===== src/rtl/i2c_bus_pkg.sv =====
package i2c_bus_pkg;

	// each byte state is followed directly by its ACK state
	typedef enum logic [7:0] {
		IDLE      = 8'd0,
		START     = 8'd1,
		ADDR      = 8'd2,
		ADDR_ACK  = 8'd3,
		REG       = 8'd4,
		REG_ACK   = 8'd5,
		WDATA     = 8'd6,
		WDATA_ACK = 8'd7,
		RDATA     = 8'd8,
		MACK      = 8'd9,  // master ACK or final NACK
		STOP      = 8'd10,
		STOP_END  = 8'd11
	} seq_state_e;

	// SCL period is 2^(code+1) system clocks
	typedef logic [2:0] rate_code_t;

	localparam rate_code_t RATE_MIN     = 3'd4; // 32 clocks per bit
	localparam rate_code_t RATE_MAX     = 3'd7; // 256 clocks per bit
	localparam rate_code_t RATE_DEFAULT = 3'd6;

	// one-cycle strobes, at most one per cycle
	typedef struct packed {
		logic scl_rise;
		logic scl_high_mid; // sample point
		logic scl_fall;
		logic scl_low_mid;  // SDA change point
	} bus_phase_t;

endpackage


===== src/rtl/i2c_regs_pkg.sv =====
package i2c_regs_pkg;

	// code 3 is reserved and runs as CPU_ONE
	typedef enum logic [1:0] {
		CPU_ONE   = 2'd0,
		CPU_BURST = 2'd1,
		HW_BURST  = 2'd2
	} op_mode_e;

	// CPU control word
	typedef struct packed {
		logic [24:0] unused;
		logic [2:0]  clk_rate;
		op_mode_e    op_mode;
		logic        rd;     // 1 selects a register read
		logic        enable; // level, sampled in IDLE
	} ctrl_word_t;

	// status word back to the CPU
	typedef struct packed {
		logic [20:0] zero;
		logic        nack;   // no ACK on the device address
		logic [7:0]  state;  // raw sequencer state
		logic        finish; // held until the next start
		logic        ready;
	} status_word_t;

endpackage


===== src/rtl/i2c_scl_timer.sv =====
`timescale 1ns/1ps

module i2c_scl_timer (
	input  logic                    i_clk,
	input  logic                    i_rst_n,
	input  logic                    i_run,
	input  i2c_bus_pkg::rate_code_t i_rate,
	output i2c_bus_pkg::bus_phase_t o_phase,
	output logic                    o_scl_level
);

	i2c_bus_pkg::rate_code_t rate_q; // frozen while a transaction runs
	logic [7:0] cnt;
	logic [7:0] wrap_mask;
	logic [7:0] quarter;
	logic [7:0] half;

	assign wrap_mask = 8'hff >> (3'd7 - rate_q);
	assign quarter   = 8'd1 << (rate_q - 3'd1);
	assign half      = quarter << 1;

	always_ff @(posedge i_clk or negedge i_rst_n) begin
		if (!i_rst_n) begin
			rate_q <= i2c_bus_pkg::RATE_DEFAULT;
		end else if (!i_run) begin
			if (i_rate < i2c_bus_pkg::RATE_MIN || i_rate > i2c_bus_pkg::RATE_MAX)
				rate_q <= i2c_bus_pkg::RATE_DEFAULT; // unsupported code
			else
				rate_q <= i_rate;
		end
	end

	always_ff @(posedge i_clk or negedge i_rst_n) begin
		if (!i_rst_n)
			cnt <= '0;
		else if (!i_run)
			cnt <= '0;
		else
			cnt <= (cnt + 8'd1) & wrap_mask;
	end

	// bit period: high half first, so SCL stays high when the timer starts
	assign o_phase.scl_rise     = i_run && cnt == 8'd0;
	assign o_phase.scl_high_mid = i_run && cnt == quarter;
	assign o_phase.scl_fall     = i_run && cnt == half;
	assign o_phase.scl_low_mid  = i_run && cnt == (half + quarter);

	assign o_scl_level = !i_run || !cnt[rate_q];

	a_one_strobe: assert property (@(posedge i_clk) disable iff (!i_rst_n)
		$onehot0(o_phase));

endmodule


===== src/rtl/i2c_byte_shifter.sv =====
`timescale 1ns/1ps

module i2c_byte_shifter (
	input  logic                    i_clk,
	input  logic                    i_rst_n,
	input  i2c_bus_pkg::bus_phase_t i_phase,
	input  logic                    i_load,
	input  logic [7:0]              i_tx_byte,
	input  logic                    i_sda_in,
	output logic                    o_tx_bit,
	output logic [7:0]              o_rx_byte,
	output logic                    o_byte_done
);

	logic [7:0] tx_sr;
	logic [2:0] bit_cnt;
	logic       busy;

	// next bit to put on SDA, taken at low_mid
	assign o_tx_bit = tx_sr[7];

	always_ff @(posedge i_clk or negedge i_rst_n) begin
		if (!i_rst_n) begin
			busy        <= 1'b0;
			bit_cnt     <= '0;
			o_byte_done <= 1'b0;
		end else begin
			o_byte_done <= 1'b0;
			if (i_load) begin
				busy    <= 1'b1;
				bit_cnt <= '0;
			end else if (busy && i_phase.scl_high_mid) begin
				bit_cnt <= bit_cnt + 3'd1;
				if (bit_cnt == 3'd7) begin // eighth sample taken
					busy        <= 1'b0;
					o_byte_done <= 1'b1;
				end
			end
		end
	end

	always_ff @(posedge i_clk) begin
		if (i_load)
			tx_sr <= i_tx_byte;
		else if (busy && i_phase.scl_low_mid)
			tx_sr <= {tx_sr[6:0], 1'b1}; // MSB first, fill with released level
		if (busy && i_phase.scl_high_mid)
			o_rx_byte <= {o_rx_byte[6:0], i_sda_in};
	end

	// the FSM only reloads after the ACK bit, never mid byte
	a_load_idle: assert property (@(posedge i_clk) disable iff (!i_rst_n)
		i_load |-> !busy);

endmodule


===== src/rtl/i2c_rd_bank.sv =====
`timescale 1ns/1ps

module i2c_rd_bank #(
	parameter int BURST_LEN = 11
) (
	input  logic                   i_clk,
	input  logic                   i_rst_n,
	input  logic                   i_wr,
	input  logic [3:0]             i_index,
	input  logic [7:0]             i_byte,
	output logic [BURST_LEN*8-1:0] o_bytes
);

	logic [7:0] bank [BURST_LEN];

	always_ff @(posedge i_clk or negedge i_rst_n) begin
		if (!i_rst_n) begin
			for (int k = 0; k < BURST_LEN; k++)
				bank[k] <= '0;
		end else if (i_wr) begin
			bank[i_index] <= i_byte; // other entries keep their value
		end
	end

	// byte k of the burst lands at bits 8k+7:8k
	genvar g;
	generate
		for (g = 0; g < BURST_LEN; g++) begin : g_pack
			assign o_bytes[8*g +: 8] = bank[g];
		end
	endgenerate

	a_index_range: assert property (@(posedge i_clk) disable iff (!i_rst_n)
		i_wr |-> i_index < BURST_LEN);

endmodule


===== src/rtl/i2c_seq_fsm.sv =====
`timescale 1ns/1ps

module i2c_seq_fsm #(
	parameter logic [6:0] SENSOR_ADDR = 7'h1D,
	parameter logic [7:0] SENSOR_REG  = 8'h06,
	parameter int         BURST_LEN   = 11
) (
	input  logic                       i_clk,
	input  logic                       i_rst_n,
	input  i2c_regs_pkg::ctrl_word_t   i_ctrl,
	input  logic                       i_drdy,
	input  logic [6:0]                 i_dev_addr,
	input  logic [7:0]                 i_reg_addr,
	input  logic [7:0]                 i_w_data,
	input  i2c_bus_pkg::bus_phase_t    i_phase,
	input  logic                       i_byte_done,
	input  logic                       i_tx_bit,
	input  logic                       i_sda_in,
	output logic                       o_run,
	output logic                       o_load,
	output logic [7:0]                 o_tx_byte,
	output logic                       o_sda_oe,
	output logic                       o_wr_strobe,
	output logic [3:0]                 o_wr_index,
	output i2c_regs_pkg::status_word_t o_status
);

	i2c_bus_pkg::seq_state_e state;
	logic       pending;  // address write sent, read transaction still owed
	logic       rd_phase; // R/W bit of the running transaction
	logic       burst_q;
	logic [3:0] byte_cnt;
	logic       finish_q;
	logic       nack_q;
	logic [6:0] dev_q;
	logic [7:0] reg_q;
	logic [7:0] data_q;
	logic       hw_req;
	logic       cpu_req;
	logic       start_new;
	logic       last_byte;

	assign hw_req    = i_ctrl.op_mode == i2c_regs_pkg::HW_BURST && i_drdy;
	assign cpu_req   = i_ctrl.op_mode != i2c_regs_pkg::HW_BURST && i_ctrl.enable;
	assign start_new = state == i2c_bus_pkg::IDLE && !pending && (hw_req || cpu_req);
	assign last_byte = !burst_q || byte_cnt == 4'(BURST_LEN - 1);

	assign o_run = state != i2c_bus_pkg::IDLE;

	always_ff @(posedge i_clk) begin
		if (start_new) begin
			dev_q  <= hw_req ? SENSOR_ADDR : i_dev_addr;
			reg_q  <= hw_req ? SENSOR_REG : i_reg_addr;
			data_q <= i_w_data;
		end
	end

	// load is one cycle late, so pick the byte by the state just entered
	always_comb begin
		case (state)
			i2c_bus_pkg::ADDR:  o_tx_byte = {dev_q, rd_phase};
			i2c_bus_pkg::REG:   o_tx_byte = reg_q;
			i2c_bus_pkg::WDATA: o_tx_byte = data_q;
			default:            o_tx_byte = 8'hff; // reads keep SDA released
		endcase
	end

	always_ff @(posedge i_clk or negedge i_rst_n) begin
		if (!i_rst_n) begin
			state       <= i2c_bus_pkg::IDLE;
			pending     <= 1'b0;
			rd_phase    <= 1'b0;
			burst_q     <= 1'b0;
			byte_cnt    <= '0;
			finish_q    <= 1'b0;
			nack_q      <= 1'b0;
			o_sda_oe    <= 1'b0;
			o_load      <= 1'b0;
			o_wr_strobe <= 1'b0;
			o_wr_index  <= '0;
		end else begin
			o_load      <= 1'b0;
			o_wr_strobe <= 1'b0;
			case (state)
				i2c_bus_pkg::IDLE: begin
					o_sda_oe <= 1'b0;
					if (pending) begin // second half of a register read
						pending  <= 1'b0;
						rd_phase <= 1'b1;
						state    <= i2c_bus_pkg::START;
					end else if (start_new) begin
						burst_q  <= i_ctrl.op_mode inside {i2c_regs_pkg::CPU_BURST,
							i2c_regs_pkg::HW_BURST};
						pending  <= hw_req || i_ctrl.rd ||
							i_ctrl.op_mode == i2c_regs_pkg::CPU_BURST;
						rd_phase <= 1'b0;
						finish_q <= 1'b0;
						nack_q   <= 1'b0;
						state    <= i2c_bus_pkg::START;
					end
				end
				i2c_bus_pkg::START: begin
					if (i_phase.scl_high_mid) begin
						o_sda_oe <= 1'b1; // SDA falls while SCL is high
						o_load   <= 1'b1;
						state    <= i2c_bus_pkg::ADDR;
					end
				end
				i2c_bus_pkg::ADDR, i2c_bus_pkg::REG, i2c_bus_pkg::WDATA: begin
					if (i_phase.scl_low_mid)
						o_sda_oe <= !i_tx_bit;
					if (i_byte_done)
						state <= i2c_bus_pkg::seq_state_e'(state + 8'd1); // its ACK state
				end
				i2c_bus_pkg::ADDR_ACK: begin
					if (i_phase.scl_low_mid)
						o_sda_oe <= 1'b0;
					if (i_phase.scl_high_mid) begin
						if (i_sda_in) begin // nobody answered
							nack_q  <= 1'b1;
							pending <= 1'b0;
							state   <= i2c_bus_pkg::STOP;
						end else if (rd_phase) begin
							byte_cnt <= '0;
							o_load   <= 1'b1;
							state    <= i2c_bus_pkg::RDATA;
						end else begin
							o_load <= 1'b1;
							state  <= i2c_bus_pkg::REG;
						end
					end
				end
				i2c_bus_pkg::REG_ACK: begin
					if (i_phase.scl_low_mid)
						o_sda_oe <= 1'b0;
					if (i_phase.scl_high_mid) begin
						if (pending) begin
							state <= i2c_bus_pkg::STOP; // address write only
						end else begin
							o_load <= 1'b1;
							state  <= i2c_bus_pkg::WDATA;
						end
					end
				end
				i2c_bus_pkg::WDATA_ACK: begin
					if (i_phase.scl_low_mid)
						o_sda_oe <= 1'b0;
					if (i_phase.scl_high_mid)
						state <= i2c_bus_pkg::STOP;
				end
				i2c_bus_pkg::RDATA: begin
					if (i_phase.scl_low_mid)
						o_sda_oe <= 1'b0;
					if (i_byte_done) begin
						o_wr_strobe <= 1'b1;
						o_wr_index  <= byte_cnt;
						state       <= i2c_bus_pkg::MACK;
					end
				end
				i2c_bus_pkg::MACK: begin
					if (i_phase.scl_low_mid)
						o_sda_oe <= !last_byte; // NACK ends the burst
					if (i_phase.scl_high_mid) begin
						if (last_byte) begin
							state <= i2c_bus_pkg::STOP;
						end else begin
							byte_cnt <= byte_cnt + 4'd1;
							o_load   <= 1'b1;
							state    <= i2c_bus_pkg::RDATA;
						end
					end
				end
				i2c_bus_pkg::STOP: begin
					if (i_phase.scl_fall)
						o_sda_oe <= 1'b1; // pull SDA low under SCL low
					if (i_phase.scl_rise)
						state <= i2c_bus_pkg::STOP_END;
				end
				i2c_bus_pkg::STOP_END: begin
					if (i_phase.scl_high_mid) begin
						o_sda_oe <= 1'b0; // SDA rises with SCL high
						finish_q <= !pending;
						state    <= i2c_bus_pkg::IDLE;
					end
				end
				default: state <= i2c_bus_pkg::IDLE;
			endcase
		end
	end

	always_comb begin
		o_status        = '0;
		o_status.ready  = state == i2c_bus_pkg::IDLE && !pending;
		o_status.finish = finish_q;
		o_status.state  = state;
		o_status.nack   = nack_q;
	end

	a_state_legal: assert property (@(posedge i_clk) disable iff (!i_rst_n)
		state inside {[i2c_bus_pkg::IDLE : i2c_bus_pkg::STOP_END]});

endmodule


===== src/rtl/i2c_master_top.sv =====
`timescale 1ns/1ps

module i2c_master_top #(
	parameter logic [6:0] SENSOR_ADDR = 7'h1D,
	parameter logic [7:0] SENSOR_REG  = 8'h06,
	parameter int         BURST_LEN   = 11
) (
	input  logic                       i_clk,
	input  logic                       i_rst_n,
	input  i2c_regs_pkg::ctrl_word_t   i_ctrl,
	input  logic                       i_drdy,
	input  logic [6:0]                 i_dev_addr,
	input  logic [7:0]                 i_reg_addr,
	input  logic [7:0]                 i_w_data,
	input  logic                       i_sda_in,
	output logic [BURST_LEN*8-1:0]     o_rd_bytes,
	output i2c_regs_pkg::status_word_t o_status,
	output logic                       o_scl,
	output logic                       o_sda_oe
);

	i2c_bus_pkg::bus_phase_t phase;
	logic       run;
	logic       scl_level;
	logic       load;
	logic [7:0] tx_byte;
	logic       tx_bit;
	logic [7:0] rx_byte;
	logic       byte_done;
	logic       sda_oe;
	logic       wr_strobe;
	logic [3:0] wr_index;
	logic [1:0] sda_sync; // SDA comes back from the pad

	// registered pad drive keeps SCL and SDA glitch free and aligned
	always_ff @(posedge i_clk or negedge i_rst_n) begin
		if (!i_rst_n) begin
			o_scl    <= 1'b1;
			o_sda_oe <= 1'b0;
			sda_sync <= 2'b11;
		end else begin
			o_scl    <= scl_level;
			o_sda_oe <= sda_oe;
			sda_sync <= {sda_sync[0], i_sda_in};
		end
	end

	i2c_scl_timer u_timer (
		.i_clk       (i_clk),
		.i_rst_n     (i_rst_n),
		.i_run       (run),
		.i_rate      (i_ctrl.clk_rate),
		.o_phase     (phase),
		.o_scl_level (scl_level)
	);

	i2c_byte_shifter u_shifter (
		.i_clk       (i_clk),
		.i_rst_n     (i_rst_n),
		.i_phase     (phase),
		.i_load      (load),
		.i_tx_byte   (tx_byte),
		.i_sda_in    (sda_sync[1]),
		.o_tx_bit    (tx_bit),
		.o_rx_byte   (rx_byte),
		.o_byte_done (byte_done)
	);

	i2c_rd_bank #(
		.BURST_LEN (BURST_LEN)
	) u_bank (
		.i_clk   (i_clk),
		.i_rst_n (i_rst_n),
		.i_wr    (wr_strobe),
		.i_index (wr_index),
		.i_byte  (rx_byte),
		.o_bytes (o_rd_bytes)
	);

	i2c_seq_fsm #(
		.SENSOR_ADDR (SENSOR_ADDR),
		.SENSOR_REG  (SENSOR_REG),
		.BURST_LEN   (BURST_LEN)
	) u_fsm (
		.i_clk       (i_clk),
		.i_rst_n     (i_rst_n),
		.i_ctrl      (i_ctrl),
		.i_drdy      (i_drdy),
		.i_dev_addr  (i_dev_addr),
		.i_reg_addr  (i_reg_addr),
		.i_w_data    (i_w_data),
		.i_phase     (phase),
		.i_byte_done (byte_done),
		.i_tx_bit    (tx_bit),
		.i_sda_in    (sda_sync[1]),
		.o_run       (run),
		.o_load      (load),
		.o_tx_byte   (tx_byte),
		.o_sda_oe    (sda_oe),
		.o_wr_strobe (wr_strobe),
		.o_wr_index  (wr_index),
		.o_status    (o_status)
	);

endmodule


===== config.mk =====
export PLATFORM = sky130hd
export DESIGN_NAME = i2c_master_top
export DESIGN_NICKNAME = d
export VERILOG_FILES = /design/src/rtl/i2c_bus_pkg.sv /design/src/rtl/i2c_regs_pkg.sv /design/src/rtl/i2c_scl_timer.sv /design/src/rtl/i2c_byte_shifter.sv /design/src/rtl/i2c_rd_bank.sv /design/src/rtl/i2c_seq_fsm.sv /design/src/rtl/i2c_master_top.sv
export SDC_FILE = /design/constraint.sdc
export NUM_CORES = 1
export LEC_CHECK = 0
export ABC_AREA = 1
export BUFFER_PORTS_ARGS = -buffer_cell sky130_fd_sc_hd__buf_2
export CAP_MARGIN = 15
export CORE_MARGIN = 3
export CORE_UTILIZATION = 49
export DETAILED_ROUTE_END_ITERATION = 12
export GPL_TIMING_DRIVEN = 0
export PLACE_DENSITY_LB_ADDON = 0.12
export SLEW_MARGIN = 10
export SYNTH_ARGS = -nofsm -noshare
export SYNTH_HDL_FRONTEND = slang
export SYNTH_SLANG_ARGS = --single-unit

===== constraint.sdc =====
create_clock -name i_clk -period 3.1 [get_ports i_clk]
set_input_delay 0.62 -clock i_clk [delete_from_list [all_inputs] [get_ports i_clk]]
set_output_delay 0.62 -clock i_clk [all_outputs]
set_load 0.1 [all_outputs]

## After elaboration in Yosys (flattened, before gate mapping)

Cells that the tools add are included.

| word-level totals | value |
|---|---|
| bits in registers | 171 |
| input port bits | 59 |
| output and inout port bits | 122 |
| logic and storage cells | 208 |

| operators by class | value |
|---|---|
| add/subtract/negate cells | 7 |
| order comparisons | 5 |
| equality and inequality tests | 39 |
| shift operators | 2 |
| multiplexer cells | 70 |
| bitwise logic cells | 3 |
| reductions and logical operators | 47 |

Operators by type and width:

| operator | count |
|---|---|
| $mux W8 | 16 |
| $bwmux W88 | 1 |
| $pmux W8 S10 | 1 |
| $demux W8 S4 | 1 |
| $eq A8 B3 Y1 const B | 4 |
| $eq A8 B4 Y1 const B | 4 |
| $mux W1 | 32 |
| $mux W4 | 7 |
| $ne A2 B1 Y1 const B | 13 |
| $eq A8 B8 Y1 | 3 |
| $pmux W8 S3 | 1 |
| $add A8 B1 Y8 const B | 2 |
| $eq A8 B2 Y1 const B | 2 |
| $logic_not A8 Y1 | 2 |
| $reduce_bool A2 Y1 | 8 |
| $ne A2 B2 Y1 const B | 7 |
| $logic_and A1 B1 Y1 | 11 |
| $reduce_and A10 Y1 | 1 |
| $mux W3 | 3 |
| $add A8 B8 Y8 | 1 |
| $and A8 B8 Y8 | 1 |
| $eq A8 B1 Y1 const B | 1 |
| $pmux W4 S2 | 1 |
| $reduce_bool A8 Y1 | 1 |
| 34 further kinds | 49 |

## Longest topological paths before layout

Gate-level depths: netlist of run 1.

| logic depth | value |
|---|---|
| word-level depth | 8 |
| mapped depth | 22 |
| gate-level depth less buffers | 21 |

## Hierarchy

From an unflattened synthesis of run 1, not the netlist that was laid out.

| unflattened totals | value |
|---|---|
| cell total of the unflattened synthesis | 1023 |
| area, all modules | 8559.5 um2 |

By module, submodules not included:

| module | instances | cells each | area an instance (um2) | seq. area each (um2) |
|---|---|---|---|---|
| i2c_rd_bank | 1 | 420 | 3602.2 | 2202.1 |
| i2c_seq_fsm | 1 | 329 | 2836.5 | 1291.2 |
| i2c_scl_timer | 1 | 203 | 1197.4 | 277.8 |
| i2c_byte_shifter | 1 | 67 | 819.5 | 605.6 |
| i2c_master_top | 1 | 4 | 103.8 | 103.8 |

## Least setup slack after synthesis of run 1

Ideal clock, no wire load.

| path | value |
|---|---|
| path type | register to register |
| start point | reg u_fsm.state[3] |
| end point | reg u_fsm.state[2] |
| library setup time | 67 ps |
| data arrival time | 3362 ps |
| data required time | 3033 ps |
| slack | -330 ps |
| stages on the path, launching flop included | 11 |
| buffers on the path | 1 |
| clock period less this slack | 3430 ps |
| cells stage by stage | dfrtp_1 -> buf_4 -> nor2_1 -> nand2_1 -> inv_1 -> nand2_2 -> nor2_1 -> a211oi_2 -> nand2_1 -> nand2_1 -> nand2_1 |

RTL lines:

| item | RTL line | source |
|---|---|---|
| start: declaration | i2c_seq_fsm.sv:28 | `i2c_bus_pkg::seq_state_e state;` |
| start signal: assignment | i2c_seq_fsm.sv:70 | `state <= i2c_bus_pkg::IDLE;` |
| start signal: assignment | i2c_seq_fsm.sv:90 | `state <= i2c_bus_pkg::START;` |
| start signal: assignment | i2c_seq_fsm.sv:99 | `state <= i2c_bus_pkg::START;` |

## Worst setup path in the final report of run 1

| path | value |
|---|---|
| start point | reg u_timer.rate_q[1] |
| end point | reg u_shifter.tx_sr[0], enable pin |

| between the ends | value |
|---|---|
| cells in the longest elaborated chain, start to end | 7 |

Ends and longest elaborated chain:

| item | RTL line | source |
|---|---|---|
| start: declaration | i2c_scl_timer.sv:12 | `i2c_bus_pkg::rate_code_t rate_q;` |
| start signal: assignment | i2c_scl_timer.sv:24 | `rate_q <= i2c_bus_pkg::RATE_DEFAULT;` |
| start signal: assignment | i2c_scl_timer.sv:27 | `rate_q <= i2c_bus_pkg::RATE_DEFAULT;` |
| start signal: assignment | i2c_scl_timer.sv:29 | `rate_q <= i_rate;` |
| $sub A3 B1 Y3 | i2c_scl_timer.sv:19 | `assign quarter = 8'd1 << (rate_q - 3'd1);` |
| $shl A1 B3 Y8 | i2c_scl_timer.sv:19 |  |
| $add A8 B8 Y8 | i2c_scl_timer.sv:46 | `assign o_phase.scl_low_mid = i_run && cnt == (half + quarter);` |
| $eq A8 B8 Y1 | i2c_scl_timer.sv:46 |  |
| $logic_and A1 B1 Y1 | i2c_scl_timer.sv:46 |  |
| $logic_and A1 B1 Y1 | i2c_byte_shifter.sv:45 | `else if (busy && i_phase.scl_low_mid)` |
| $reduce_bool A2 Y1 (no line) | n/a |  |
| end signal: assignment | i2c_byte_shifter.sv:44 | `tx_sr <= i_tx_byte;` |
| end signal: assignment | i2c_byte_shifter.sv:46 | `tx_sr <= {tx_sr[6:0], 1'b1};` |
| end: declaration | i2c_byte_shifter.sv:15 | `logic [7:0] tx_sr;` |

No other way between the ends.
A chain may end at the register's enable or synchronous reset.

==> flow_results.xml, run 1 <==
<?xml version="1.0" encoding="UTF-8"?>
<metrics>
  <group name="clock_tree">
    <metric name="path_clk_slew" unit="ns">0.07</metric>
    <metric name="total_clock_sinks" unit="">171</metric>
    <metric name="insertion_delay" unit="ns">0.43</metric>
    <metric name="htreeDepth" unit="">4</metric>
    <metric name="ctsLongestPathBuffers" unit="">2</metric>
    <metric name="cts_root_buffer" unit="">clkbuf_16</metric>
    <metric name="cts_hold_repair.buffers" unit="">0</metric>
    <metric name="cts_inserted_buffers" unit="">17</metric>
    <metric name="clock_tree_from_tritoncts" unit="">done</metric>
    <metric name="postCtsSetupBuffers" unit="">0</metric>
  </group>
  <group name="drt">
    <metric name="detail_route.vias_per_cell" unit="">4.98</metric>
    <metric name="wl_met2" unit="um">8520</metric>
    <metric name="wire_per_inst" unit="um">14.4</metric>
    <metric name="top_layer" unit="">met4</metric>
    <metric name="wl" unit="um">18800</metric>
    <metric name="detail_route.first_pass.iterations" unit="">5</metric>
    <metric name="detail_route.iter0.violations" unit="">434</metric>
    <metric name="drt.antenna.violating_nets" unit="">0</metric>
    <metric name="detail_route.wirelength.met1" unit="um">8910</metric>
    <metric name="num_vias" unit="">6509</metric>
    <metric name="met3RoutedLength" unit="um">1000</metric>
    <metric name="post-route-drc-count" unit="">0</metric>
  </group>
  <group name="global_routing">
    <metric name="total_grt_overflow" unit="">0</metric>
    <metric name="grt_use_total" unit="%">21.3</metric>
    <metric name="first_global_vias" unit="">5984</metric>
    <metric name="maximum_number_of_pins_on_one_net_before_global_route_repair" unit="">75</metric>
    <metric name="grt_pass1_wl" unit="um">30400</metric>
    <metric name="antenna_violations_before_repair" unit="">0</metric>
  </group>
  <group name="power">
    <metric name="vdd.ir_drop.worst" unit="V">0.000401</metric>
    <metric name="clock_power_share" unit="%">36.3</metric>
    <metric name="switching_share" unit="%">31.2</metric>
    <metric name="power_density_of_the_placed_cells" unit="nW/um2">563</metric>
    <metric name="p_seq_share" unit="%">44.9</metric>
    <metric name="p_switching" unit="mW">1.71</metric>
    <metric name="p_leak" unit="nW">4.97</metric>
    <metric name="pwr-share-comb" unit="%">18.8</metric>
    <metric name="power.internal" unit="mW">3.76</metric>
  </group>
  <group name="worst_setup_path">
    <metric name="critical_path_peak_fanout" unit="">9</metric>
    <metric name="critical_path.slowest_cell" unit="">dfstp_2</metric>
    <metric name="endpoint_kind" unit="">flip-flop</metric>
    <metric name="worst_path_largest_cell_delay" unit="ns">0.53</metric>
    <metric name="timing_worst_setup_path_type" unit="">flip-flop to flip-flop</metric>
    <metric name="crit_buf_inv" unit="">4</metric>
    <metric name="data_required_time_at_the_worst_endpoint" unit="ns">3.20</metric>
    <metric name="timing.critical_path.cells" unit="">buf_8, nor2_8, ha_4, nand3_2, inv_1, ha_2, ha_4, nand2_1, nand2_1, inv_1, nand2_1, nand2_1, inv_1, nand2_1, nor2_1, nand3_2, o21ai_4</metric>
    <metric name="arrival" unit="ns">3.01</metric>
    <metric name="critical-path-top-delay-family" unit="">simple AND/OR/NAND/NOR gates</metric>
    <metric name="startpoint_type" unit="">flip-flop</metric>
    <metric name="cp_common_cell" unit="">nand2_1</metric>
  </group>
  <group name="finish">
    <metric name="final_core_util" unit="%">60.9</metric>
    <metric name="num_antenna_cells" unit="">0</metric>
    <metric name="finalNetCount" unit="">1155</metric>
    <metric name="drive_above_1_share" unit="%">22.7</metric>
    <metric name="area_delta_synth_final" unit="%">21.5</metric>
    <metric name="post-route-cell-area" unit="um2">9720</metric>
  </group>
  <group name="floorplan">
    <metric name="pin_count" unit="">181</metric>
    <metric name="std_cell_rows" unit="">46</metric>
    <metric name="core" unit="um2">15900</metric>
    <metric name="fp.dieArea" unit="um2">17900</metric>
    <metric name="die_span_y" unit="um">134</metric>
    <metric name="initial_core_util" unit="%">50.1</metric>
    <metric name="die_outline_width" unit="um">134</metric>
  </group>
  <group name="timing">
    <metric name="final_hold_viol_count" unit="">0</metric>
    <metric name="setup_viol" unit="">0</metric>
    <metric name="whs" unit="ns">0.152</metric>
    <metric name="min_period" unit="ns">2.91</metric>
    <metric name="timing.final.crit_share" unit="%">93.9</metric>
    <metric name="worst_slew_pin_slew" unit="ns">0.850</metric>
    <metric name="worst_clock_skew" unit="ns">0.0115</metric>
    <metric name="setup-tns-final" unit="ns">0</metric>
    <metric name="rsz0062_at_grt" unit="">no</metric>
    <metric name="achievable_clock_frequency" unit="MHz">343</metric>
    <metric name="slew_headroom" unit="%">43.2</metric>
    <metric name="drv_slew" unit="">0</metric>
  </group>
  <group name="placed_design">
    <metric name="dp.final_hpwl" unit="um">13600</metric>
    <metric name="routabilityCongestion" unit="">0.909</metric>
    <metric name="io_buffer_count" unit="">134</metric>
    <metric name="dpl-instance-area" unit="um2">9060</metric>
  </group>
  <group name="yosys">
    <metric name="postSynthRegisterBits" unit="">171</metric>
    <metric name="syn_avg_cell_area" unit="um2">8.88</metric>
    <metric name="synth-xor-area-share" unit="%">1.10</metric>
    <metric name="postSynth.asyncResetShare" unit="%">77.2</metric>
    <metric name="dominantRegCellSynth" unit="">dfrtp_1</metric>
    <metric name="synth_edf_count" unit="">39</metric>
    <metric name="synth_mux_area_share" unit="%">0</metric>
    <metric name="synth_top_family_by_area" unit="">simple AND/OR/NAND/NOR gates</metric>
    <metric name="synth-warning-count" unit="">0</metric>
    <metric name="ys_seq_area_share" unit="%">56.0</metric>
    <metric name="synthesis.area" unit="um2">8000</metric>
    <metric name="yosys.area_share.adder" unit="%">2.82</metric>
    <metric name="synth-simple-area-share" unit="%">21.0</metric>
    <metric name="syn-instance-count" unit="">900</metric>
    <metric name="synth-compound-area-share" unit="%">10.7</metric>
    <metric name="synth.lib_cells_used.distinct" unit="">41</metric>
  </group>
  <group name="outcome">
    <metric name="status" unit="">completed</metric>
  </group>
  <group name="min_path">
    <metric name="timing.hold.worst.class" unit="">input pin to asynchronous set/reset pin</metric>
  </group>
  <group name="job">
    <metric name="maxCapViolations" unit="">0</metric>
  </group>
</metrics>
-- per-stage QoR --
stage	std cells	power, mW	setup WS (ns)
global placement	1274	3.44	-0.509
global route	1307	5.73	0.00160
floorplan	924	3.24	0.0711
finish	1307	5.47	0.188
detailed placement	1275	3.46	-0.525
CTS	1307	5.47	0.0334
-- layout by cell type, fill, tap and decap left out, types with 2 or more instances in the layout --
cell type / instances
ha_2: 2
buf_4: 25
clkbuf_16: 17
nor3_1: 13
ha_4: 3
xnor2_1: 2
buf_2: 134
nand2_2: 9
clkbuf_1: 22
edfxtp_1: 39
nor4_1: 2
a31oi_1: 6
o21ai_0: 96
o21ai_1: 4
o311ai_0: 2
nand3_2: 5
nor2_4: 5
dfstp_2: 5
nor2_1: 79
a21oi_1: 38
clkinv_4: 4
buf_6: 2
clkinvlp_4: 2
nand4_1: 6
nand2_1: 229
o22ai_1: 7
conb_1: 25
or2_2: 7
ha_1: 13
xor2_1: 8
inv_2: 4
inv_6: 5
dfrtp_1: 127
inv_1: 90
nor2_2: 8
nand3_1: 28
-- power by group through the flow --
stage | Sequential (mW) | Combinational, mW | Clock, mW
finish | 2.46 | 1.03 | 1.98
CTS | 2.45 | 0.990 | 2.03
global placement | 2.49 | 0.946 | 0
detailed placement | 2.50 | 0.961 | 0
floorplan | 2.54 | 0.696 | 0
global route | 2.47 | 1.14 | 2.12
-- registers in the layout (all words and copies together), names as in the netlist, 7 cells and up --
signal and count:
u_fsm.dev_q 7, u_shifter.o_rx_byte 8, u_fsm.reg_q 8, u_bank.o_bytes 88, u_fsm.data_q 8, u_fsm.state 8, u_shifter.tx_sr 8, u_timer.cnt 8
-- synthesized netlist by cell type, drive strengths merged, types with 2 or more instances --
master  count  area share, %
o311ai      2           0.22
nand3      34            2.4
xor2        8           0.88
xnor2       2           0.22
nor4        2           0.16
nor2       93            5.1
ha         18            2.8
nand4       6           0.47
dfstp       5            1.6
a211oi      2           0.25
o21ai     101            6.3
nand2     238             11
clkbuf     21           0.99
a21oi      38            2.4
o22ai       7           0.55
edfxtp     39             15
buf        29            2.8
inv        95            4.5
nor3       13           0.81
dfrtp     127             40
a31oi       6           0.47
or2         7           0.55
-- layout make-up --
class                           count  area (um2)
Buffer                             50         318
Clock buffer                       19         443
Clock inverter                     13         108
Fill cell                        1438        6230
Inverter                           95         362
Multi-Input combinational cell    608        3030
Sequential cell                   171        4480
Tap cell                          216         270
Timing Repair Buffer              135         704
-- kinds of logic (layout without fill, tap and decap cells) --
family                     after synthesis  in the layout
and+or+nand+nor                        394            394
DFF                                    171            171
AOI/OAI and AO/OA                      161            161
buffers and inverters                  145            312
adders and majority gates               18             18
xor gates and xnor gates                10             10
other                                    1             25
-- repair_timing --
action | CTS | global route
pin swaps | 1 | 2
setup endpoints to repair | 8 | 8
gates resized for setup | 9 | 11
gates cloned | 0 | 0
-- worst paths after layout --
path                                    from                  to  slack [ns]  depth (start not counted)
hold reg to reg                  sda_sync[0]         sda_sync[1]        0.36                          0
max in group asynchronous            i_rst_n         sda_sync[1]        2.17                          2
setup reg to reg           u_timer.rate_q[1]  u_shifter.tx_sr[0]        0.19                         17
hold / removal                       i_rst_n  u_bank.o_bytes[62]        0.15                          1
min in group i_clk                  i_sda_in         sda_sync[0]        0.29                          1
setup / recovery           u_timer.rate_q[1]  u_shifter.tx_sr[0]        0.19                         17
-- layer usage --
metal / track usage (%) / vias to the layer above
li1: - / 3238
met1: 31.2 / 3036
met2: 32.7 / 209
met3: 3.25 / 26
met4: 7.43 / 0
met5: 0 / -
Note: power is estimated with default switching activity, not from simulation.
==> run 2, diff against run 1 <==
--- a/config.mk
+++ b/config.mk
@@ -13,6 +13,7 @@
 export DETAILED_ROUTE_END_ITERATION = 12
 export GPL_TIMING_DRIVEN = 0
 export PLACE_DENSITY_LB_ADDON = 0.12
+export REMOVE_ABC_BUFFERS = 1
 export SLEW_MARGIN = 10
 export SYNTH_ARGS = -nofsm -noshare
 export SYNTH_HDL_FRONTEND = slang
==> run 2 against run 1 <==
Effect of this change:
- setup slack better by 0.011 ns
- core utilization decreased by 1.9 points
- die area is the same
==> flow_results.xml, run 2 (same netlist as run 1, synthesis figures left out) <==
<?xml version="1.0" encoding="UTF-8"?>
<metrics>
  <group name="outcome">
    <metric name="status" unit="">completed</metric>
  </group>
  <group name="floorplan">
    <metric name="die_span_y" unit="um">134</metric>
    <metric name="std_cell_rows" unit="">46</metric>
    <metric name="fp.dieArea" unit="um2">17900</metric>
    <metric name="pin_count" unit="">181</metric>
    <metric name="die_outline_width" unit="um">134</metric>
    <metric name="core" unit="um2">15900</metric>
    <metric name="initial_core_util" unit="%">50.1</metric>
  </group>
  <group name="worst_setup_path">
    <metric name="critical_path_peak_fanout" unit="">8</metric>
    <metric name="timing_worst_setup_path_type" unit="">flip-flop to flip-flop</metric>
    <metric name="data_required_time_at_the_worst_endpoint" unit="ns">3.19</metric>
    <metric name="timing.reg2reg.setup_slack" unit="ns">0.20</metric>
    <metric name="arrival" unit="ns">2.99</metric>
    <metric name="startpoint_type" unit="">flip-flop</metric>
    <metric name="endpoint_kind" unit="">flip-flop</metric>
  </group>
  <group name="global_routing">
    <metric name="maximum_number_of_pins_on_one_net_before_global_route_repair" unit="">86</metric>
    <metric name="grt_pass1_wl" unit="um">29200</metric>
    <metric name="total_grt_overflow" unit="">0</metric>
    <metric name="antenna_violations_before_repair" unit="">0</metric>
    <metric name="grt_use_total" unit="%">20.5</metric>
    <metric name="first_global_vias" unit="">5744</metric>
  </group>
  <group name="timing">
    <metric name="slew_headroom" unit="%">26.3</metric>
    <metric name="worst_slew_pin_slew" unit="ns">1.10</metric>
    <metric name="final_hold_viol_count" unit="">0</metric>
    <metric name="min_period" unit="ns">2.90</metric>
    <metric name="rsz0062_at_grt" unit="">no</metric>
    <metric name="setup_viol" unit="">0</metric>
    <metric name="achievable_clock_frequency" unit="MHz">345</metric>
    <metric name="drv_slew" unit="">0</metric>
    <metric name="worst_clock_skew" unit="ns">0.0135</metric>
    <metric name="setup-tns-final" unit="ns">0</metric>
    <metric name="timing.final.crit_share" unit="%">93.6</metric>
  </group>
  <group name="drt">
    <metric name="drt.antenna.violating_nets" unit="">0</metric>
    <metric name="wl" unit="um">17900</metric>
    <metric name="num_vias" unit="">6207</metric>
    <metric name="detail_route.iter0.violations" unit="">389</metric>
    <metric name="post-route-drc-count" unit="">0</metric>
    <metric name="detail_route.first_pass.iterations" unit="">5</metric>
    <metric name="detail_route.vias_per_cell" unit="">4.92</metric>
    <metric name="wire_per_inst" unit="um">14.2</metric>
  </group>
  <group name="job">
    <metric name="maxCapViolations" unit="">0</metric>
  </group>
  <group name="power">
    <metric name="clock_power_share" unit="%">37.4</metric>
    <metric name="pwr-share-comb" unit="%">17.4</metric>
    <metric name="p_seq_share" unit="%">45.3</metric>
    <metric name="vdd.ir_drop.worst" unit="V">0.000374</metric>
    <metric name="switching_share" unit="%">30.7</metric>
    <metric name="p_leak" unit="nW">4.81</metric>
    <metric name="power_density_of_the_placed_cells" unit="nW/um2">578</metric>
    <metric name="p_switching" unit="mW">1.67</metric>
    <metric name="power.internal" unit="mW">3.77</metric>
  </group>
  <group name="finish">
    <metric name="drive_above_1_share" unit="%">20.9</metric>
    <metric name="leading_cell_type_in_the_layout_fill_and_taps_excluded" unit="">nand2_1</metric>
    <metric name="area_delta_synth_final" unit="%">17.7</metric>
    <metric name="largest_reg_flops" unit="">88</metric>
    <metric name="filler_free_cell_count_of_the_finished_design" unit="">1261</metric>
    <metric name="num_antenna_cells" unit="">0</metric>
    <metric name="mostFrequentLayoutCells" unit="">231 x nand2_1, 133 x buf_2, 126 x dfrtp_1, 96 x o21ai_0, 90 x inv_1</metric>
    <metric name="finalNetCount" unit="">1109</metric>
  </group>
  <group name="clock_tree">
    <metric name="cts_root_buffer" unit="">clkbuf_16</metric>
    <metric name="path_clk_slew" unit="ns">0.07</metric>
    <metric name="cts_inserted_buffers" unit="">17</metric>
    <metric name="insertion_delay" unit="ns">0.42</metric>
    <metric name="htreeDepth" unit="">4</metric>
    <metric name="ctsLongestPathBuffers" unit="">2</metric>
    <metric name="clock_tree_from_tritoncts" unit="">done</metric>
    <metric name="cts_hold_repair.buffers" unit="">0</metric>
    <metric name="total_clock_sinks" unit="">171</metric>
  </group>
  <group name="placed_design">
    <metric name="post-place-cells" unit="">1225</metric>
    <metric name="routabilityCongestion" unit="">0.905</metric>
    <metric name="dp.final_hpwl" unit="um">12800</metric>
    <metric name="io_buffer_count" unit="">134</metric>
  </group>
  <group name="min_path">
    <metric name="timing.hold.worst.class" unit="">input pin to asynchronous set/reset pin</metric>
  </group>
</metrics>
[run 2: cell count changes in the layout (fill, tap and decap cells not counted), sizes merged]
cell      previous run  this run
buf                164       139
clkbuf              40        20
clkinvlp             2         1
[run 2: metal layers]
layer	up-vias	track usage (%)	routed length, um
met2	179	31.2	7990
met4	0	6.06	193
li1	3151	-	-
met5	-	0	0
met3	17	3.32	884
met1	2860	30.3	8820
[run 2: metrics by stage]
stage / power [mW] / hold WS [ns] / setup WS, ns / utilization, % / area [um2]
4_1_cts: 5.46 / 0.133 / 0.0125 / 58.8 / 9370
3_5_place_dp: 3.40 / 0.353 / -1.10 / 55.0 / 8760
3_3_place_gp: 3.40 / 0.354 / -1.15 / 54.7 / 8720
6_report: 5.44 / 0.124 / 0.199 / 59.0 / 9410
5_1_grt: 5.72 / 0.144 / 0.0215 / 59.0 / 9410
2_1_floorplan: 3.19 / 0.324 / -0.363 / - / 7780
[run 2: power by group through the flow]
stage / Sequential, mW / Clock, mW / Combinational (mW)
floorplan: 2.58 / 0 / 0.610
global placement: 2.51 / 0 / 0.883
detailed placement: 2.51 / 0 / 0.889
CTS: 2.46 / 2.08 / 0.920
global route: 2.47 / 2.19 / 1.06
finish: 2.46 / 2.03 / 0.944
[run 2: worst paths after layout]
kind | depth (start not counted) | to | from
worst min-delay path | 1 | u_bank.o_bytes[31] | i_rst_n
min in group i_clk | 1 | sda_sync[0] | i_sda_in
worst min register to register | 0 | sda_sync[1] | sda_sync[0]
max in group asynchronous | 2 | u_shifter.o_byte_done | i_rst_n
worst max register to register | 14 | u_shifter.tx_sr[7] | u_timer.rate_q[1]
worst max-delay path | 14 | u_shifter.tx_sr[7] | u_timer.rate_q[1]
[run 2: worst max-delay path, cell delays in order, from the launching register on]
cell and delay, ns:
dfstp_2 0.59, nor2_8 0.05, ha_4 0.28, buf_4 0.18
nor2_2 0.18, ha_1 0.29, nand2_1 0.12, nand2_1 0.06
nand2_1 0.05, nand2_1 0.07, nor2_1 0.09, nand2_1 0.06
nor2_1 0.11, nand3_2 0.14, o21ai_4 0.29
[run 2: area by class of cell]
class                           count  area, um2
Fill cell                        1506       6530
Sequential cell                   171       4480
Multi-Input combinational cell    608       3000
Timing Repair Buffer              139        734
Clock buffer                       20        468
Inverter                           95        362
Tap cell                          216        270
Clock inverter                     12        103
[run 2: repair_timing]
item | in CTS | in global routing
pin swaps | 1 | 3
setup buffers | 1 | 3
endpoints found under the setup margin | 10 | 9
resized for setup | 8 | 3
==> run 3, diff against run 2 <==
--- a/config.mk
+++ b/config.mk
@@ -11,7 +11,6 @@
 export CORE_MARGIN = 3
 export CORE_UTILIZATION = 49
 export DETAILED_ROUTE_END_ITERATION = 12
-export GPL_TIMING_DRIVEN = 0
 export PLACE_DENSITY_LB_ADDON = 0.12
 export REMOVE_ABC_BUFFERS = 1
 export SLEW_MARGIN = 10
==> run 3 against run 2 <==
Effect of this change:
- routed wire length is 0.55% higher
- via count is 0.50% higher
- non-clock buffer count is 8 higher
- clock skew down 0.0019 ns
- critical endpoint unchanged
- largest cell class unchanged
- largest power group unchanged
==> flow_results.xml, run 3 (same netlist as run 1, synthesis figures left out) <==
<?xml version="1.0" encoding="UTF-8"?>
<metrics>
  <group name="outcome">
    <metric name="status" unit="">completed</metric>
  </group>
  <group name="worst_setup_path">
    <metric name="endpoint_kind" unit="">flip-flop</metric>
    <metric name="data_required_time_at_the_worst_endpoint" unit="ns">3.23</metric>
    <metric name="critical-path-top-delay-family" unit="">adder cells</metric>
    <metric name="timing.critical_path.cells" unit="">inv_1, ha_4, nand3_2, inv_2, ha_1, ha_1, inv_1, nand2_1, nand2_1, nand3_1, nand2_1, inv_1, nand2_1, nor2_1, nand3_1, o21ai_0, buf_4</metric>
    <metric name="startpoint_type" unit="">flip-flop</metric>
    <metric name="timing_worst_setup_path_type" unit="">flip-flop to flip-flop</metric>
    <metric name="critical_path.slowest_cell" unit="">dfstp_2</metric>
    <metric name="cp_common_cell" unit="">nand2_1</metric>
    <metric name="critical_path_peak_fanout" unit="">8</metric>
    <metric name="crit_buf_inv" unit="">5</metric>
    <metric name="worst_path_largest_cell_delay" unit="ns">0.58</metric>
    <metric name="arrival" unit="ns">3.03</metric>
  </group>
  <group name="power">
    <metric name="p_switching" unit="mW">1.68</metric>
    <metric name="power_density_of_the_placed_cells" unit="nW/um2">579</metric>
    <metric name="pwr-share-comb" unit="%">17.5</metric>
    <metric name="vdd.ir_drop.worst" unit="V">0.000374</metric>
    <metric name="p_seq_share" unit="%">45.1</metric>
    <metric name="power.internal" unit="mW">3.78</metric>
    <metric name="p_leak" unit="nW">4.85</metric>
    <metric name="clock_power_share" unit="%">37.4</metric>
    <metric name="power.total" unit="mW">5.46</metric>
    <metric name="switching_share" unit="%">30.8</metric>
  </group>
  <group name="global_routing">
    <metric name="grt_pass1_wl" unit="um">29100</metric>
    <metric name="grt_use_total" unit="%">20.4</metric>
    <metric name="maximum_number_of_pins_on_one_net_before_global_route_repair" unit="">53</metric>
    <metric name="first_global_vias" unit="">5721</metric>
    <metric name="total_grt_overflow" unit="">0</metric>
    <metric name="antenna_violations_before_repair" unit="">0</metric>
  </group>
  <group name="floorplan">
    <metric name="pin_count" unit="">181</metric>
    <metric name="initial_core_util" unit="%">50.1</metric>
    <metric name="die_span_y" unit="um">134</metric>
    <metric name="fp.dieArea" unit="um2">17900</metric>
    <metric name="std_cell_rows" unit="">46</metric>
    <metric name="die_outline_width" unit="um">134</metric>
    <metric name="core" unit="um2">15900</metric>
  </group>
  <group name="timing">
    <metric name="rsz0062_at_grt" unit="">no</metric>
    <metric name="worst_slew_pin_slew" unit="ns">0.919</metric>
    <metric name="setup-tns-final" unit="ns">0</metric>
    <metric name="slew_headroom" unit="%">38.5</metric>
    <metric name="drv_slew" unit="">0</metric>
    <metric name="min_period" unit="ns">2.90</metric>
    <metric name="setup_viol" unit="">0</metric>
    <metric name="whs" unit="ns">0.221</metric>
    <metric name="worst_clock_skew" unit="ns">0.0116</metric>
    <metric name="final_hold_viol_count" unit="">0</metric>
    <metric name="achievable_clock_frequency" unit="MHz">345</metric>
    <metric name="timing.final.crit_share" unit="%">93.6</metric>
  </group>
  <group name="drt">
    <metric name="detail_route.iter0.violations" unit="">370</metric>
    <metric name="drt.antenna.violating_nets" unit="">0</metric>
    <metric name="wl" unit="um">18000</metric>
    <metric name="post-route-drc-count" unit="">0</metric>
    <metric name="num_vias" unit="">6238</metric>
    <metric name="detail_route.vias_per_cell" unit="">4.92</metric>
    <metric name="wire_per_inst" unit="um">14.2</metric>
    <metric name="detail_route.first_pass.iterations" unit="">5</metric>
  </group>
  <group name="finish">
    <metric name="area_delta_synth_final" unit="%">17.9</metric>
    <metric name="num_antenna_cells" unit="">0</metric>
    <metric name="final_core_util" unit="%">59.2</metric>
    <metric name="finalNetCount" unit="">1117</metric>
    <metric name="leading_cell_type_in_the_layout_fill_and_taps_excluded" unit="">nand2_1</metric>
    <metric name="largest_reg_flops" unit="">88</metric>
    <metric name="filler_free_cell_count_of_the_finished_design" unit="">1269</metric>
    <metric name="mostFrequentLayoutCells" unit="">231 x nand2_1, 133 x buf_2, 127 x dfrtp_1, 97 x o21ai_0, 90 x inv_1</metric>
    <metric name="drive_above_1_share" unit="%">20.8</metric>
  </group>
  <group name="placed_design">
    <metric name="io_buffer_count" unit="">134</metric>
    <metric name="dp.final_hpwl" unit="um">13100</metric>
    <metric name="routabilityCongestion" unit="">0.885</metric>
    <metric name="post-place-cells" unit="">1237</metric>
  </group>
  <group name="clock_tree">
    <metric name="total_clock_sinks" unit="">171</metric>
    <metric name="insertion_delay" unit="ns">0.43</metric>
    <metric name="postCtsSetupBuffers" unit="">0</metric>
    <metric name="htreeDepth" unit="">4</metric>
    <metric name="cts_inserted_buffers" unit="">17</metric>
    <metric name="path_clk_slew" unit="ns">0.07</metric>
    <metric name="ctsLongestPathBuffers" unit="">2</metric>
    <metric name="clock_tree_from_tritoncts" unit="">done</metric>
    <metric name="cts_root_buffer" unit="">clkbuf_16</metric>
  </group>
  <group name="min_path">
    <metric name="timing.hold.worst.class" unit="">input pin to asynchronous set/reset pin</metric>
  </group>
  <group name="job">
    <metric name="maxCapViolations" unit="">0</metric>
  </group>
</metrics>
-- run 3: changes by cell type in the layout (fill, tap and decap cells not counted), moves of 2 or more --
cell        delta
buf_4          +8
buf_12         +2
nand3_2        -2
clkinvlp_2     +2
nand3_1        +2
-- run 3: worst register-to-register path, cell delays in order, from the launching register on --
cell     delay [ns]
dfstp_2        0.58
inv_1          0.10
ha_4           0.30
nand3_2        0.09
inv_2          0.06
ha_1           0.17
ha_1           0.30
inv_1          0.07
nand2_1        0.06
nand2_1        0.07
nand3_1        0.06
nand2_1        0.05
inv_1          0.04
nand2_1        0.04
nor2_1         0.08
nand3_1        0.13
o21ai_0        0.19
buf_4          0.20
-- run 3: layer usage --
metal,vias to the layer above,track usage [%],wire (um)
met1,2874,30.2,8840
met4,0,4.97,119
met2,179,30.8,8010
li1,3175,-,-
met3,10,4.80,1020
met5,-,0,0
-- run 3: worst paths after layout --
check	startpoint	depth (start not counted)	slack, ns	end
min in group i_clk	i_sda_in	1	0.31	sda_sync[0]
hold reg to reg	sda_sync[0]	0	0.35	sda_sync[1]
max in group asynchronous	i_rst_n	2	2.16	u_timer.rate_q[2]
setup / recovery	u_timer.rate_q[2]	17	0.20	u_shifter.tx_sr[7]
setup reg to reg	u_timer.rate_q[2]	17	0.20	u_shifter.tx_sr[7]
hold / removal	i_rst_n	1	0.22	u_bank.o_bytes[27]
-- run 3: repair_timing --
action                     in CTS  in global routing
setup endpoints to repair       0                  8
gates resized for setup         0                  2
hold buffers                    0                  0
-- run 3: through the flow --
stage	area [um2]	setup WS [ns]
floorplan	7780	-0.363
global placement	8850	0.121
detailed placement	8850	0.129
CTS	9420	0.0878
global route	9430	0.00833
finish	9430	0.199
-- run 3: cell type report --
class	instances	area (um2)
fill	1471	6510
tap	216	270
multi-input combinational	608	2960
timing repair buffer	147	796
clock buffer	18	429
sequential	171	4480
inverter	95	362
clock inverter	14	136
-- run 3: power by group through the flow --
| stage | combinational (mW) | sequential, mW | clock [mW] |
|---|---|---|---|
| after floorplan | 0.610 | 2.58 | 0 |
| after global routing | 1.05 | 2.47 | 2.18 |
| after global placement | 0.938 | 2.50 | 0 |
| after detailed placement | 0.942 | 2.50 | 0 |
| final | 0.955 | 2.46 | 2.04 |
| after CTS | 0.946 | 2.46 | 2.09 |
